--- src/include/cache_cfg.svh ---
`ifndef CACHE_CFG_SVH
`define CACHE_CFG_SVH

// cache geometry
`define CACHE_WAYS  4
`define CACHE_SETS  4
`define BLOCK_WORDS 4

// data word and word address widths
`define WORD_W 32
`define ADDR_W 12

// address fields from msb down to lsb
`define TAG_W    8
`define INDEX_W  2
`define OFFSET_W 2

// backing memory depth in words
`define MEM_WORDS 4096

`endif
--- src/design/cache_state_pkg.sv ---
`include "cache_cfg.svh"

package cache_state_pkg;

    typedef logic [$clog2(`CACHE_WAYS)-1:0] way_t;

    // 0 is most recently used, CACHE_WAYS-1 is the oldest
    typedef logic [$clog2(`CACHE_WAYS)-1:0] lru_age_t;

    typedef enum logic [2:0] {
        IDLE,
        LOOKUP,
        WRITEBACK,
        REFILL,
        REFILL_WAIT,
        RESPOND
    } ctrl_state_t;

endpackage

--- src/design/cache_addr_pkg.sv ---
`include "cache_cfg.svh"

package cache_addr_pkg;

    typedef logic [`WORD_W-1:0] word_t;
    typedef logic [`ADDR_W-1:0] addr_t;

    // fields of a word address
    typedef logic [`TAG_W-1:0]    tag_t;
    typedef logic [`INDEX_W-1:0]  index_t;
    typedef logic [`OFFSET_W-1:0] offset_t;

    // tag and index together name one block in memory
    typedef logic [`TAG_W+`INDEX_W-1:0] block_addr_t;

endpackage

--- src/design/cache_tag_store.sv ---
`timescale 1ns/100ps
`include "cache_cfg.svh"

module cache_tag_store
    import cache_addr_pkg::*;
    import cache_state_pkg::*;
(
    input  logic     clk,
    input  logic     reset,
    input  index_t   lookup_index,
    input  tag_t     lookup_tag,
    input  logic     touch,
    input  index_t   touch_index,
    input  way_t     touch_way,
    input  logic     mark_dirty,
    input  logic     fill,
    input  index_t   fill_index,
    input  way_t     fill_way,
    input  tag_t     fill_tag,
    output logic     lookup_hit,
    output way_t     hit_way,
    output way_t     victim_way,
    output logic     victim_dirty,
    output tag_t     victim_tag
);

    localparam lru_age_t OLDEST = lru_age_t'(`CACHE_WAYS - 1);

    logic     valid [`CACHE_SETS][`CACHE_WAYS];
    logic     dirty [`CACHE_SETS][`CACHE_WAYS];
    tag_t     tags  [`CACHE_SETS][`CACHE_WAYS];
    lru_age_t age   [`CACHE_SETS][`CACHE_WAYS];

    logic [`CACHE_WAYS-1:0] match;
    lru_age_t               touch_old_age;

    // compare every way of the set in parallel
    always_comb
    begin
        for (int w = 0; w < `CACHE_WAYS; w++)
        begin
            match[w] = valid[lookup_index][w] && (tags[lookup_index][w] == lookup_tag);
        end
    end

    assign lookup_hit = |match;

    always_comb
    begin
        hit_way = '0;
        for (int w = 0; w < `CACHE_WAYS; w++)
        begin
            if (match[w])
                hit_way = way_t'(w);
        end
    end

    // oldest way unless an invalid one exists, lowest invalid wins
    always_comb
    begin
        victim_way = '0;
        for (int w = 0; w < `CACHE_WAYS; w++)
        begin
            if (age[lookup_index][w] == OLDEST)
                victim_way = way_t'(w);
        end
        for (int w = `CACHE_WAYS - 1; w >= 0; w--)
        begin
            if (!valid[lookup_index][w])
                victim_way = way_t'(w);
        end
    end

    assign victim_dirty = valid[lookup_index][victim_way] && dirty[lookup_index][victim_way];
    assign victim_tag   = tags[lookup_index][victim_way];

    // an invalid way counts as oldest so the ages of a set stay a permutation
    assign touch_old_age = valid[touch_index][touch_way] ? age[touch_index][touch_way] : OLDEST;

    always_ff @(posedge clk)
    begin
        if (reset)
        begin
            for (int s = 0; s < `CACHE_SETS; s++)
            begin
                for (int w = 0; w < `CACHE_WAYS; w++)
                begin
                    valid[s][w] <= 1'b0;
                    dirty[s][w] <= 1'b0;
                    age[s][w]   <= '0;
                end
            end
        end
        else
        begin
            if (fill)
            begin
                valid[fill_index][fill_way] <= 1'b1;
                dirty[fill_index][fill_way] <= 1'b0;
            end
            if (touch)
            begin
                for (int w = 0; w < `CACHE_WAYS; w++)
                begin
                    if (way_t'(w) == touch_way)
                        age[touch_index][w] <= '0;
                    else if (age[touch_index][w] < touch_old_age)
                        age[touch_index][w] <= age[touch_index][w] + 1'b1;
                end
                // a write on the same cycle as a fill still leaves the line dirty
                if (mark_dirty)
                    dirty[touch_index][touch_way] <= 1'b1;
            end
        end
    end

    always_ff @(posedge clk)
    begin
        if (fill)
            tags[fill_index][fill_way] <= fill_tag;
    end

    // a tag can live in only one way of a set
    assert property (@(posedge clk) disable iff (reset) $onehot0(match));

endmodule

--- config.mk ---
export PLATFORM = sky130hd
export DESIGN_NAME = cache_tag_store
export DESIGN_NICKNAME = d
export VERILOG_FILES = /design/src/design/cache_state_pkg.sv /design/src/design/cache_addr_pkg.sv /design/src/design/cache_tag_store.sv
export VERILOG_INCLUDE_DIRS = /design/src /design/src/include
export SDC_FILE = /design/constraint.sdc
export NUM_CORES = 1
export LEC_CHECK = 0
export BUFFER_PORTS_ARGS = -buffer_cell sky130_fd_sc_hd__buf_2
export CAP_MARGIN = 0
export CORE_MARGIN = 2
export CORE_UTILIZATION = 45
export CTS_CLUSTER_SIZE = 24
export DETAILED_ROUTE_END_ITERATION = 10
export PLACE_DENSITY = 0.67
export SLEW_MARGIN = 20
export SYNTH_ARGS = -nofsm -noshare
export SYNTH_HDL_FRONTEND = slang
export SYNTH_SLANG_ARGS = --single-unit
--- constraint.sdc ---
create_clock -name clk -period 3.1 [get_ports clk]
set_input_delay 0.31 -clock clk [delete_from_list [all_inputs] [get_ports clk]]
set_output_delay 0.31 -clock clk [all_outputs]
set_load 0.01 [all_outputs]
==> impl_metrics.ini <==
[global_routing]
grt_pass1_wl_microns = 35000
grt_max_degree = 43
antenna_found_initial = 0
grt_pass1_vias = 6063
track_usage_pct = 21.9
gr-total-overflow = 0

[critical_path]
path_class = reg2out
cp_max_fo = 12
regToRegSetupSlack_ps = 550
cp_num_buf_inv = 1
cp.required_ps = 2790
crit_path_start_kind = flip-flop
r2r-end = age[0][3]
crit_family = compound AO/OA/AOI/OAI gates
startpoint = age[3][4]
r2r_cells = 6
worstSetupEndpoint = victim_tag[7]
crit_path_cell_trace = nand2_1 > mux4_2 > o31ai_2 > o21a_4 > nor3_1 > a221oi_2 > buf_2
r2r_start = age[2][2]
slowest_stage = mux4_2
critical_path.max_stage_delay_ps = 510
setup.worst_path.end_class = primary output
arrival_ps = 2630
path_depth = 7

[synthesis]
synth_seq_cells = 192
yosysSeqAreaShare_pct = 59.5
syn_inst = 643
syn_avg_cell_area_sq_um = 14.2
synthFlopType = edfxtp_1
async_flop_share_pct = 0
ys_types = 58
yosys_warnings = 0
syn_area_sq_mm = 0.00916
synth_nets = 674
synth_edf_count = 160

[clock_tree]
cts_setup_buffers = 0
h-tree-depth = 4
cts_inserted_buffers = 17
cts-root-buf = clkbuf_16
path_clk_slew_ps = 70
cts_tree = built
cts_sinks = 192
insertion_delay_ps = 440
clockBufferDepth = 2

[finish]
drive_gt1_share_pct = 23.8
nNetsFinal = 736
layout.cells.non_filler = 988
nFillCells = 1649
insertedDiodeCount = 0
syn2layout_area_growth_pct = 13.6

[sta]
fin_worst_skew_ps = 12.6
finalMaxSlewViolations = 0
fin_ws_ps = 160
period_needed_ps = 2940
fmax_mhz = 340
hold_viol_final = 0
setup_viol = 0
timing.hold.ws_ps = 260
fin_crit_sh_pct = 94.8
rsz0062_at_grt = false
max-slew-margin-rel_pct = 45.8
fin_setup_tns_ps = 0
tightestPinTransition_ps = 813

[hold_path]
hp-class = in2reg

[routing]
drt_iter0_markers = 545
drtPass1Iterations = 5
wl_per_cell_microns = 22.9
vias = 5884
drc_errors = 0
drtAntennaViolNets = 0
via_per_inst = 5.96
totalWireLength_microns = 22700

[run]
cap_violations = 0

[pwr]
peakVddDrop_mv = 0.406
power_leakage_nw = 3.43
total_power_w = 0.00575
powerDensity_mw_per_mm2 = 553

[floorplanning]
io_pins = 45
dieHeight_microns = 147
rows = 52
placeableCoreArea_sq_mm = 0.0201
die_x_microns = 147
dieArea_sq_mm = 0.0215
initial_core_util_pct = 45.5

[run_status]
status = finished clean

[placement]
place_inst = 956
dp_slack_ps = 150
hpwl_microns = 16000
gp_congestion = 0.925
io_buffers = 44
-- state kept, by name (all words and copies together) (netlist names) --
signal,count
age,32
dirty,16
tags,128
valid,16
-- worst min path at each step --
stage	from	end	slack (ps)	cells after the start
5_1_grt	fill_tag[6]	tags[0][6]	250	1
2_1_floorplan	fill_tag[0]	tags[0][0]	410	0
6_report	fill_tag[3]	tags[2][19]	260	1
3_5_place_dp	dirty[2][2]	dirty[2][2]	470	2
4_1_cts	fill_tag[6]	tags[0][22]	240	1
3_3_place_gp	dirty[0][2]	dirty[0][2]	460	2
-- worst reg2reg max path: stages, from the launching register on --
cell and delay, ps:
edfxtp_1 440, mux4_2 520, a2bb2oi_1 190, a32oi_4 430, a311oi_2 80, nor4_2 480, nor2_1 150
-- stage by stage --
step,cell area (sq um),util (%)
finish,10400,51.7
global route,10400,51.7
CTS,10400,51.7
detailed placement,9780,48.6
global placement,9780,48.6
floorplan,9160,-
-- per-layer routing --
layer  wire length (microns)  vias up  share of wire, %  track usage (%)
met5                       0        -                 0                0
met4                     949        0               4.2             10.7
met3                    1620       62               7.1             5.97
met2                   11000      266                49             35.7
met1                    9080     2937                40             27.2
li1                        -     2619                 -                -
-- final cells by class --
type                       count  area (sq um)  share of cell area, %
clock buffer                  17           425                   4.09
clock inverter                15           190                   1.83
inverter                      18          67.6                  0.650
multi-input combinational    402          3440                   33.0
sequential                   192          5450                   52.4
tap                          270           338                   3.25
timing repair buffer          74           498                   4.79
-- power breakdown --
part	total, W	leakage (nW)	internal, W	switching (W)
sequential	0.00289	1.75	0.00286	0.0000271
clock	0.00226	0.293	0.00123	0.00103
combinational	0.000600	1.39	0.000234	0.000365
-- kinds of logic after synthesis --
logic type      count (synthesis)  share of synthesized area, %
mux                            88                          16.3
xor+xnor                       36                          3.44
simple gates                  208                          11.5
flops                         192                          59.5
compound gates                 70                          6.15
buf+inv                        49                          3.10
-- synth_stat cells (5+ instances only) --
cell type / instances / area (sq um)
a21oi_1: 16 / 80.1
a22oi_1: 11 / 82.6
buf_2: 5 / 25.0
buf_6: 9 / 101
clkbuf_1: 10 / 37.5
dfxtp_1: 32 / 641
edfxtp_1: 160 / 4800
inv_1: 18 / 67.6
mux2i_1: 37 / 370
mux4_2: 42 / 946
nand2_1: 20 / 75.1
nand2b_1: 10 / 62.6
nand3_1: 16 / 80.1
nand3b_1: 9 / 67.6
nand4_1: 8 / 50.1
nor2_1: 88 / 330
nor2b_1: 9 / 56.3
nor3_1: 21 / 105
nor4_2: 5 / 62.6
o211ai_1: 7 / 52.6
o32ai_1: 16 / 140
xnor2_1: 28 / 245
xor2_1: 8 / 70.1
-- repair_timing --
action	CTS	global route
hold buffers	0	0
resized for setup	0	2
endpoints found under the setup margin	0	2
-- placed cells by master, fill, tap and decap left out, types with 3 or more instances in the layout --
cell type	instances
nand3_1	16
or2_1	3
or3_1	3
nor2b_1	9
inv_8	5
nand2_1	20
buf_2	43
o32ai_1	16
o211ai_1	7
dfxtp_1	32
mux2i_1	37
nand3b_1	9
buf_12	4
inv_1	18
xnor2_1	28
clkbuf_16	17
mux4_2	42
buf_4	26
inv_6	3
nor4_2	5
a21oi_1	16
edfxtp_1	160
nor2_1	88
xor2_1	8
a22oi_1	11
nor3_1	20
nand4_1	8
and3b_1	3
mux4_1	4
nand2b_1	10
clkinvlp_4	3
Note: power is estimated with default switching activity, not from simulation.
