File: src/include/cache_cfg.svh
`ifndef CACHE_CFG_SVH
`define CACHE_CFG_SVH

// cache geometry
`define CACHE_WAYS  4
`define CACHE_SETS  4
`define BLOCK_WORDS 4

// data word and word address widths
`define WORD_W 32
`define ADDR_W 12

// address fields from msb down to lsb
`define TAG_W    8
`define INDEX_W  2
`define OFFSET_W 2

// backing memory depth in words
`define MEM_WORDS 4096

`endif
File: src/design/cache_state_pkg.sv
`include "cache_cfg.svh"

package cache_state_pkg;

    typedef logic [$clog2(`CACHE_WAYS)-1:0] way_t;

    // 0 is most recently used, CACHE_WAYS-1 is the oldest
    typedef logic [$clog2(`CACHE_WAYS)-1:0] lru_age_t;

    typedef enum logic [2:0] {
        IDLE,
        LOOKUP,
        WRITEBACK,
        REFILL,
        REFILL_WAIT,
        RESPOND
    } ctrl_state_t;

endpackage

File: src/design/cache_addr_pkg.sv
`include "cache_cfg.svh"

package cache_addr_pkg;

    typedef logic [`WORD_W-1:0] word_t;
    typedef logic [`ADDR_W-1:0] addr_t;

    // fields of a word address
    typedef logic [`TAG_W-1:0]    tag_t;
    typedef logic [`INDEX_W-1:0]  index_t;
    typedef logic [`OFFSET_W-1:0] offset_t;

    // tag and index together name one block in memory
    typedef logic [`TAG_W+`INDEX_W-1:0] block_addr_t;

endpackage

File: src/design/cache_ctrl.sv
`timescale 1ns/100ps
`include "cache_cfg.svh"

module cache_ctrl
    import cache_addr_pkg::*;
    import cache_state_pkg::*;
(
    input  logic    clk,
    input  logic    reset,
    input  logic    rden,
    input  logic    wren,
    input  addr_t   addr,
    input  word_t   data_in,
    output logic    busy,
    output logic    done,
    output logic    hit,
    output word_t   data_out,
    output index_t  lookup_index,
    output tag_t    lookup_tag,
    output logic    touch,
    output index_t  touch_index,
    output way_t    touch_way,
    output logic    mark_dirty,
    output logic    fill,
    output index_t  fill_index,
    output way_t    fill_way,
    output tag_t    fill_tag,
    input  logic    lookup_hit,
    input  way_t    hit_way,
    input  way_t    victim_way,
    input  logic    victim_dirty,
    input  tag_t    victim_tag,
    output way_t    rd_way,
    output index_t  rd_index,
    output offset_t rd_offset,
    output logic    wr_en,
    output way_t    wr_way,
    output index_t  wr_index,
    output offset_t wr_offset,
    output word_t   wr_data,
    input  word_t   rd_data,
    output logic    mem_rd,
    output logic    mem_wr,
    output addr_t   mem_addr,
    output word_t   mem_wdata,
    input  word_t   mem_rdata
);

    localparam offset_t LAST_WORD = offset_t'(`BLOCK_WORDS - 1);

    ctrl_state_t state;
    offset_t     cnt;
    logic        hit_r;
    logic        accept;

    // registered request
    addr_t       req_addr;
    word_t       req_data;
    logic        req_write;
    way_t        way_r;
    tag_t        victim_tag_r;

    tag_t        req_tag;
    index_t      req_index;
    offset_t     req_offset;
    block_addr_t req_blk;
    block_addr_t victim_blk;

    assign req_tag    = req_addr[`ADDR_W-1 -: `TAG_W];
    assign req_index  = req_addr[`OFFSET_W +: `INDEX_W];
    assign req_offset = req_addr[`OFFSET_W-1:0];
    assign req_blk    = {req_tag, req_index};
    assign victim_blk = {victim_tag_r, req_index};

    // a new request may follow directly on the done cycle
    assign accept = (rden || wren) && (state == IDLE || state == RESPOND);

    always_ff @(posedge clk)
    begin
        if (reset)
        begin
            state <= IDLE;
            cnt   <= '0;
            hit_r <= 1'b0;
        end
        else
        begin
            case (state)
                IDLE:
                begin
                    if (accept)
                        state <= LOOKUP;
                end
                LOOKUP:
                begin
                    hit_r <= lookup_hit;
                    cnt   <= '0;
                    if (lookup_hit)
                        state <= RESPOND;
                    else if (victim_dirty)
                        state <= WRITEBACK;
                    else
                        state <= REFILL;
                end
                WRITEBACK:
                begin
                    // counter wraps back to word 0 for the refill
                    cnt <= cnt + 1'b1;
                    if (cnt == LAST_WORD)
                        state <= REFILL;
                end
                REFILL:
                begin
                    state <= REFILL_WAIT;
                end
                REFILL_WAIT:
                begin
                    cnt <= cnt + 1'b1;
                    if (cnt == LAST_WORD)
                        state <= RESPOND;
                    else
                        state <= REFILL;
                end
                RESPOND:
                begin
                    state <= accept ? LOOKUP : IDLE;
                end
                default:
                begin
                    state <= IDLE;
                end
            endcase
        end
    end

    always_ff @(posedge clk)
    begin
        if (accept)
        begin
            req_addr  <= addr;
            req_data  <= data_in;
            req_write <= wren;
        end
        // way that serves the request, the hit way or the victim
        if (state == LOOKUP)
        begin
            way_r        <= lookup_hit ? hit_way : victim_way;
            victim_tag_r <= victim_tag;
        end
    end

    assign busy     = (state != IDLE) && (state != RESPOND);
    assign done     = (state == RESPOND);
    assign hit      = hit_r;
    assign data_out = req_write ? req_data : rd_data;

    assign lookup_index = req_index;
    assign lookup_tag   = req_tag;

    // age update and tag install both land on the done cycle
    assign touch       = done;
    assign touch_index = req_index;
    assign touch_way   = way_r;
    assign mark_dirty  = done && req_write;
    assign fill        = done && !hit_r;
    assign fill_index  = req_index;
    assign fill_way    = way_r;
    assign fill_tag    = req_tag;

    assign rd_way    = way_r;
    assign rd_index  = req_index;
    assign rd_offset = (state == WRITEBACK) ? cnt : req_offset;

    assign wr_en     = (state == REFILL_WAIT) || (done && req_write);
    assign wr_way    = way_r;
    assign wr_index  = req_index;
    assign wr_offset = (state == REFILL_WAIT) ? cnt : req_offset;
    assign wr_data   = (state == REFILL_WAIT) ? mem_rdata : req_data;

    assign mem_rd    = (state == REFILL);
    assign mem_wr    = (state == WRITEBACK);
    assign mem_addr  = (state == WRITEBACK) ? {victim_blk, cnt} : {req_blk, cnt};
    assign mem_wdata = rd_data;

    assert property (@(posedge clk) disable iff (reset) (rden || wren) |-> !busy);
    assert property (@(posedge clk) disable iff (reset) !(rden && wren));

endmodule

File: config.mk
export PLATFORM = sky130hd
export DESIGN_NAME = cache_ctrl
export DESIGN_NICKNAME = d
export VERILOG_FILES = /design/src/design/cache_state_pkg.sv /design/src/design/cache_addr_pkg.sv /design/src/design/cache_ctrl.sv
export VERILOG_INCLUDE_DIRS = /design/src /design/src/include
export SDC_FILE = /design/constraint.sdc
export NUM_CORES = 1
export LEC_CHECK = 0
export BUFFER_PORTS_ARGS = -buffer_cell sky130_fd_sc_hd__buf_2
export CORE_AREA = 3 3 107 109
export CTS_CLUSTER_SIZE = 12
export DETAILED_ROUTE_END_ITERATION = 10
export DIE_AREA = 0 0 110 112
export HOLD_SLACK_MARGIN = 0.03
export PLACE_DENSITY_LB_ADDON = 0.2
export SETUP_SLACK_MARGIN = 0.15
export SKIP_CTS_REPAIR_TIMING = 1
export SLEW_MARGIN = 20
export SYNTH_ARGS = -nofsm -noshare
export SYNTH_HDL_FRONTEND = slang
export SYNTH_SLANG_ARGS = --single-unit
File: constraint.sdc
create_clock -name clk -period 4.1 [get_ports clk]
set_input_delay 0.82 -clock clk [delete_from_list [all_inputs] [get_ports clk]]
set_output_delay 0.82 -clock clk [all_outputs]
set_load 0.05 [all_outputs]
==> results.md <==
- Clock Latency Late Sink: 0.32 ns
- Register area share after synthesis: 50.3%
- WL per Instance: 15.5 µm
- CP startpoint kind: flop
- Io pins: 281
- Area occupied by multi-input gates: 1180 µm²
- CTS Buffer Depth: 2
- Mapped Cells: 263
- CTS tree: done
- Register area: 1770 µm²
- Slew HR: 30.3%
- Critical-path top delay cell: nor3b_2
- Async S/R FF share, synth: 0%
- Syn-to-layout area delta: 36.1%
- Critical path depth: 3
- Largest net degree at the start of global routing: 38
- Root Driver: clkbuf_8
- Vias in the first global route: 2647
- Fillers: 1009
- Inserted Clock Buffers: 9
- Die X: 110 µm
- Design Area, Final: 4800 µm²
- Worst r2r src: state[2]$_SDFFE_PP0P_
- DIE HEIGHT: 112 µm
- Final hold violation count: 0
- CP Buf/Inv Count: 1
- Met3 Wirelength: 738 µm
- Logic pwr share: 41.6%
- Most frequent cells in the layout: 280 x buf_2, 76 x mux2_2, 55 x edfxtp_1
- Ant. Diodes: 0
- Crit-path cells: nor3b_2, mux2_2, buf_2
- Via density: 4.37
- Avg Inst Size Synth: 13.4 µm²
- R2R Path End: req_data[10]$_DFFE_PP_
- Max frequency: 303 MHz
- Max Clock Skew: 0.0111 ns
- Top-area cell type share of the netlist area: 46.9%
- CP delay by family, top: simple AND/OR/NAND/NOR gates
- Status: finished, final reports clean
- Top post-synthesis cells by area: edfxtp_1 47%, mux2_2 24%, buf_4 15%, dfxtp_1 3.4%, nor2b_1 1.1%
- Worst-path maximum fanout: 16
- Peak supply drop: 0.000223 V
- Most common cell after layout, fill and taps aside: buf_2
- Crit-path max cell delay: 0.87 ns
- Clock sinks: 61
- Final Net Count: 606
- Clock Power Share: 25.5%
- Actual slew at the worst max-slew pin: 1.04 ns
- Placed standard-cell area: 4570 µm²
- Synthesized area: 3520 µm²
- FF-to-FF setup slack: 1.92 ns
- Routed WL: 9660 µm
- Synth warnings: 0
- Period minus WS final: 3.30 ns
- Post-Synth XOR/XNOR Area: 0%
- Layout cell share with drive strength beyond 1: 78.1%
- Critical Setup Path Class: reg2out
- Met2 wire len: 5080 µm
- Synth cell types: 31
- H-tree levels: 3
- Placed Cells incl. Taps: 608
- Drt first-iter violations: 56
- Vias: 2728
- Simple-Gate Fraction of Synth Area: 5.22%
- Max cap viols: 0
- Req. time, crit path: 3.28 ns
- Worst setup EP type: output pin
- I/O Buffers: 280
- GPL Wtd Cong: 0.801
- CP Data Arrival Time: 2.48 ns
- Area fraction in compound gates after synthesis: 2.31%
- Post-synth EDFFs: 55
- DR pass1 iterations: 4
- Critical Path Source: state[1]$_SDFFE_PP0P_
- Max-slew violation count: 0
- Total core area: 10700 µm²
- Mux share of post-synthesis cell area: 25.2%
- Cells on worst reg2reg path: 4
- Crit path to: mem_addr[6]
- Detail Route Antenna Nets: 0
- DR top layer: met4
- Number of antenna violations at the first check in global routing: 0
- Pwr/cell area: 515 nW/µm²
- Setup_tns: 0 ns
- Post-Layout Cell Count: 624
- Remaining Overflow, GRT: 0
- Main combinational cell family by area after synthesis: multiplexers
- Power consumption: 2.47 mW
- Worst-path clk slew: 0.07 ns
- #FFs+latches synth: 61
- M1 wire length: 3770 µm
- First-pass GRT wire length: 13600 µm
- Mapped Nets: 390
- Initial core utilization: 32.9%
- Global-route usage over all layers: 14.6%
- Worst Hold Class: reg2reg
- Top_reg_cell synth: edfxtp_1
- Switch Pwr: 1.04 mW
- Seq pwr share: 32.9%
- Die area: 12300 µm²
- # rows: 38
- WHS: 0.529 ns
- Final Setup Violations: 0
- Fin crit share: 80.4%
- Internal Power: 1.43 mW
- # DRC: 0
- Post-synth top area cell: edfxtp_1
- Adder-cell share of the synthesized area: 0.355%
- Switch share: 42.1%
- Placed wire-length estimate: 7650 µm
- RSZ-0062 raised after global routing: false
- P_leak: 2.24 nW
-- how the worst min path moves through the flow --
stage                                      from               endpoint  slack (ns)  cells past startpoint
after floorplan           state[2]$_SDFFE_PP0P_  state[2]$_SDFFE_PP0P_        0.63                      3
after global placement         hit$_SDFFE_PP0P_       hit$_SDFFE_PP0P_        0.51                      2
after detailed placement       hit$_SDFFE_PP0P_       hit$_SDFFE_PP0P_        0.52                      2
after CTS                      hit$_SDFFE_PP0P_       hit$_SDFFE_PP0P_        0.54                      2
after global routing           hit$_SDFFE_PP0P_       hit$_SDFFE_PP0P_        0.60                      2
final                          hit$_SDFFE_PP0P_       hit$_SDFFE_PP0P_        0.53                      2
-- cells in the mapped netlist (2+ instances only) --
cell	n
and4b_1	2
clkbuf_1	3
o21bai_1	2
nor2b_1	6
mux2_1	2
a21oi_1	4
dfxtp_1	6
mux2_2	76
buf_4	69
buf_2	4
nor2_1	7
buf_6	3
o21ai_0	3
nor3_1	2
nor3b_2	2
nor3b_1	2
and2_1	2
edfxtp_1	55
-- power groups by stage --
| stage | Sequential [mW] | Clock (mW) | Combinational, mW |
|---|---|---|---|
| floorplan | 0.825 | 0 | 0.855 |
| global placement | 0.825 | 0 | 1.03 |
| detailed placement | 0.827 | 0 | 1.03 |
| CTS | 0.814 | 0.655 | 1.04 |
| global route | 0.823 | 0.683 | 1.07 |
| finish | 0.812 | 0.630 | 1.03 |
-- state kept, by name (all words and copies together), names as in the netlist --
register,flops
victim_tag_r,8
cnt,2
hit,1
req_write,1
fill_way,2
req_data,32
req_addr,12
state,3
-- stage by stage --
step / utilization, % / setup WS (ns)
global placement: 42.7 / 1.27
floorplan: - / 0.449
finish: 44.8 / 0.804
detailed placement: 42.7 / 1.18
global route: 44.8 / 0.625
CTS: 44.8 / 0.807
-- layer usage --
metal / vias up / GRT usage (%)
li1: 1322 / -
met5: - / 0
met1: 1272 / 17.0
met4: 0 / 3.66
met3: 4 / 3.54
met2: 130 / 26.3
-- cell families (layout without fill, tap and decap cells) --
group           Yosys count  in the layout
buf+inv                  80            301
simple gates             29             29
fa+ha+maj                 1              1
mux                      79             79
flops                    61             61
compound gates           13             13
-- layout make-up --
type	instances	area share, %
clock buffer	11	2.74
inverter	1	0.0782
timing repair buffer	284	29.8
sequential	61	36.9
clock inverter	5	2.06
multi-input combinational	122	24.7
tap	140	3.65
-- tightest hold or removal path, delay by kind of cell (launching register included) --
| family | cells | cell delay (ns) |
|---|---|---|
| simple gates | 1 | 0.07 |
| mux | 1 | 0.07 |
| flops | 1 | 0.35 |
No activity file was read; power rests on OpenSTA's default activity.
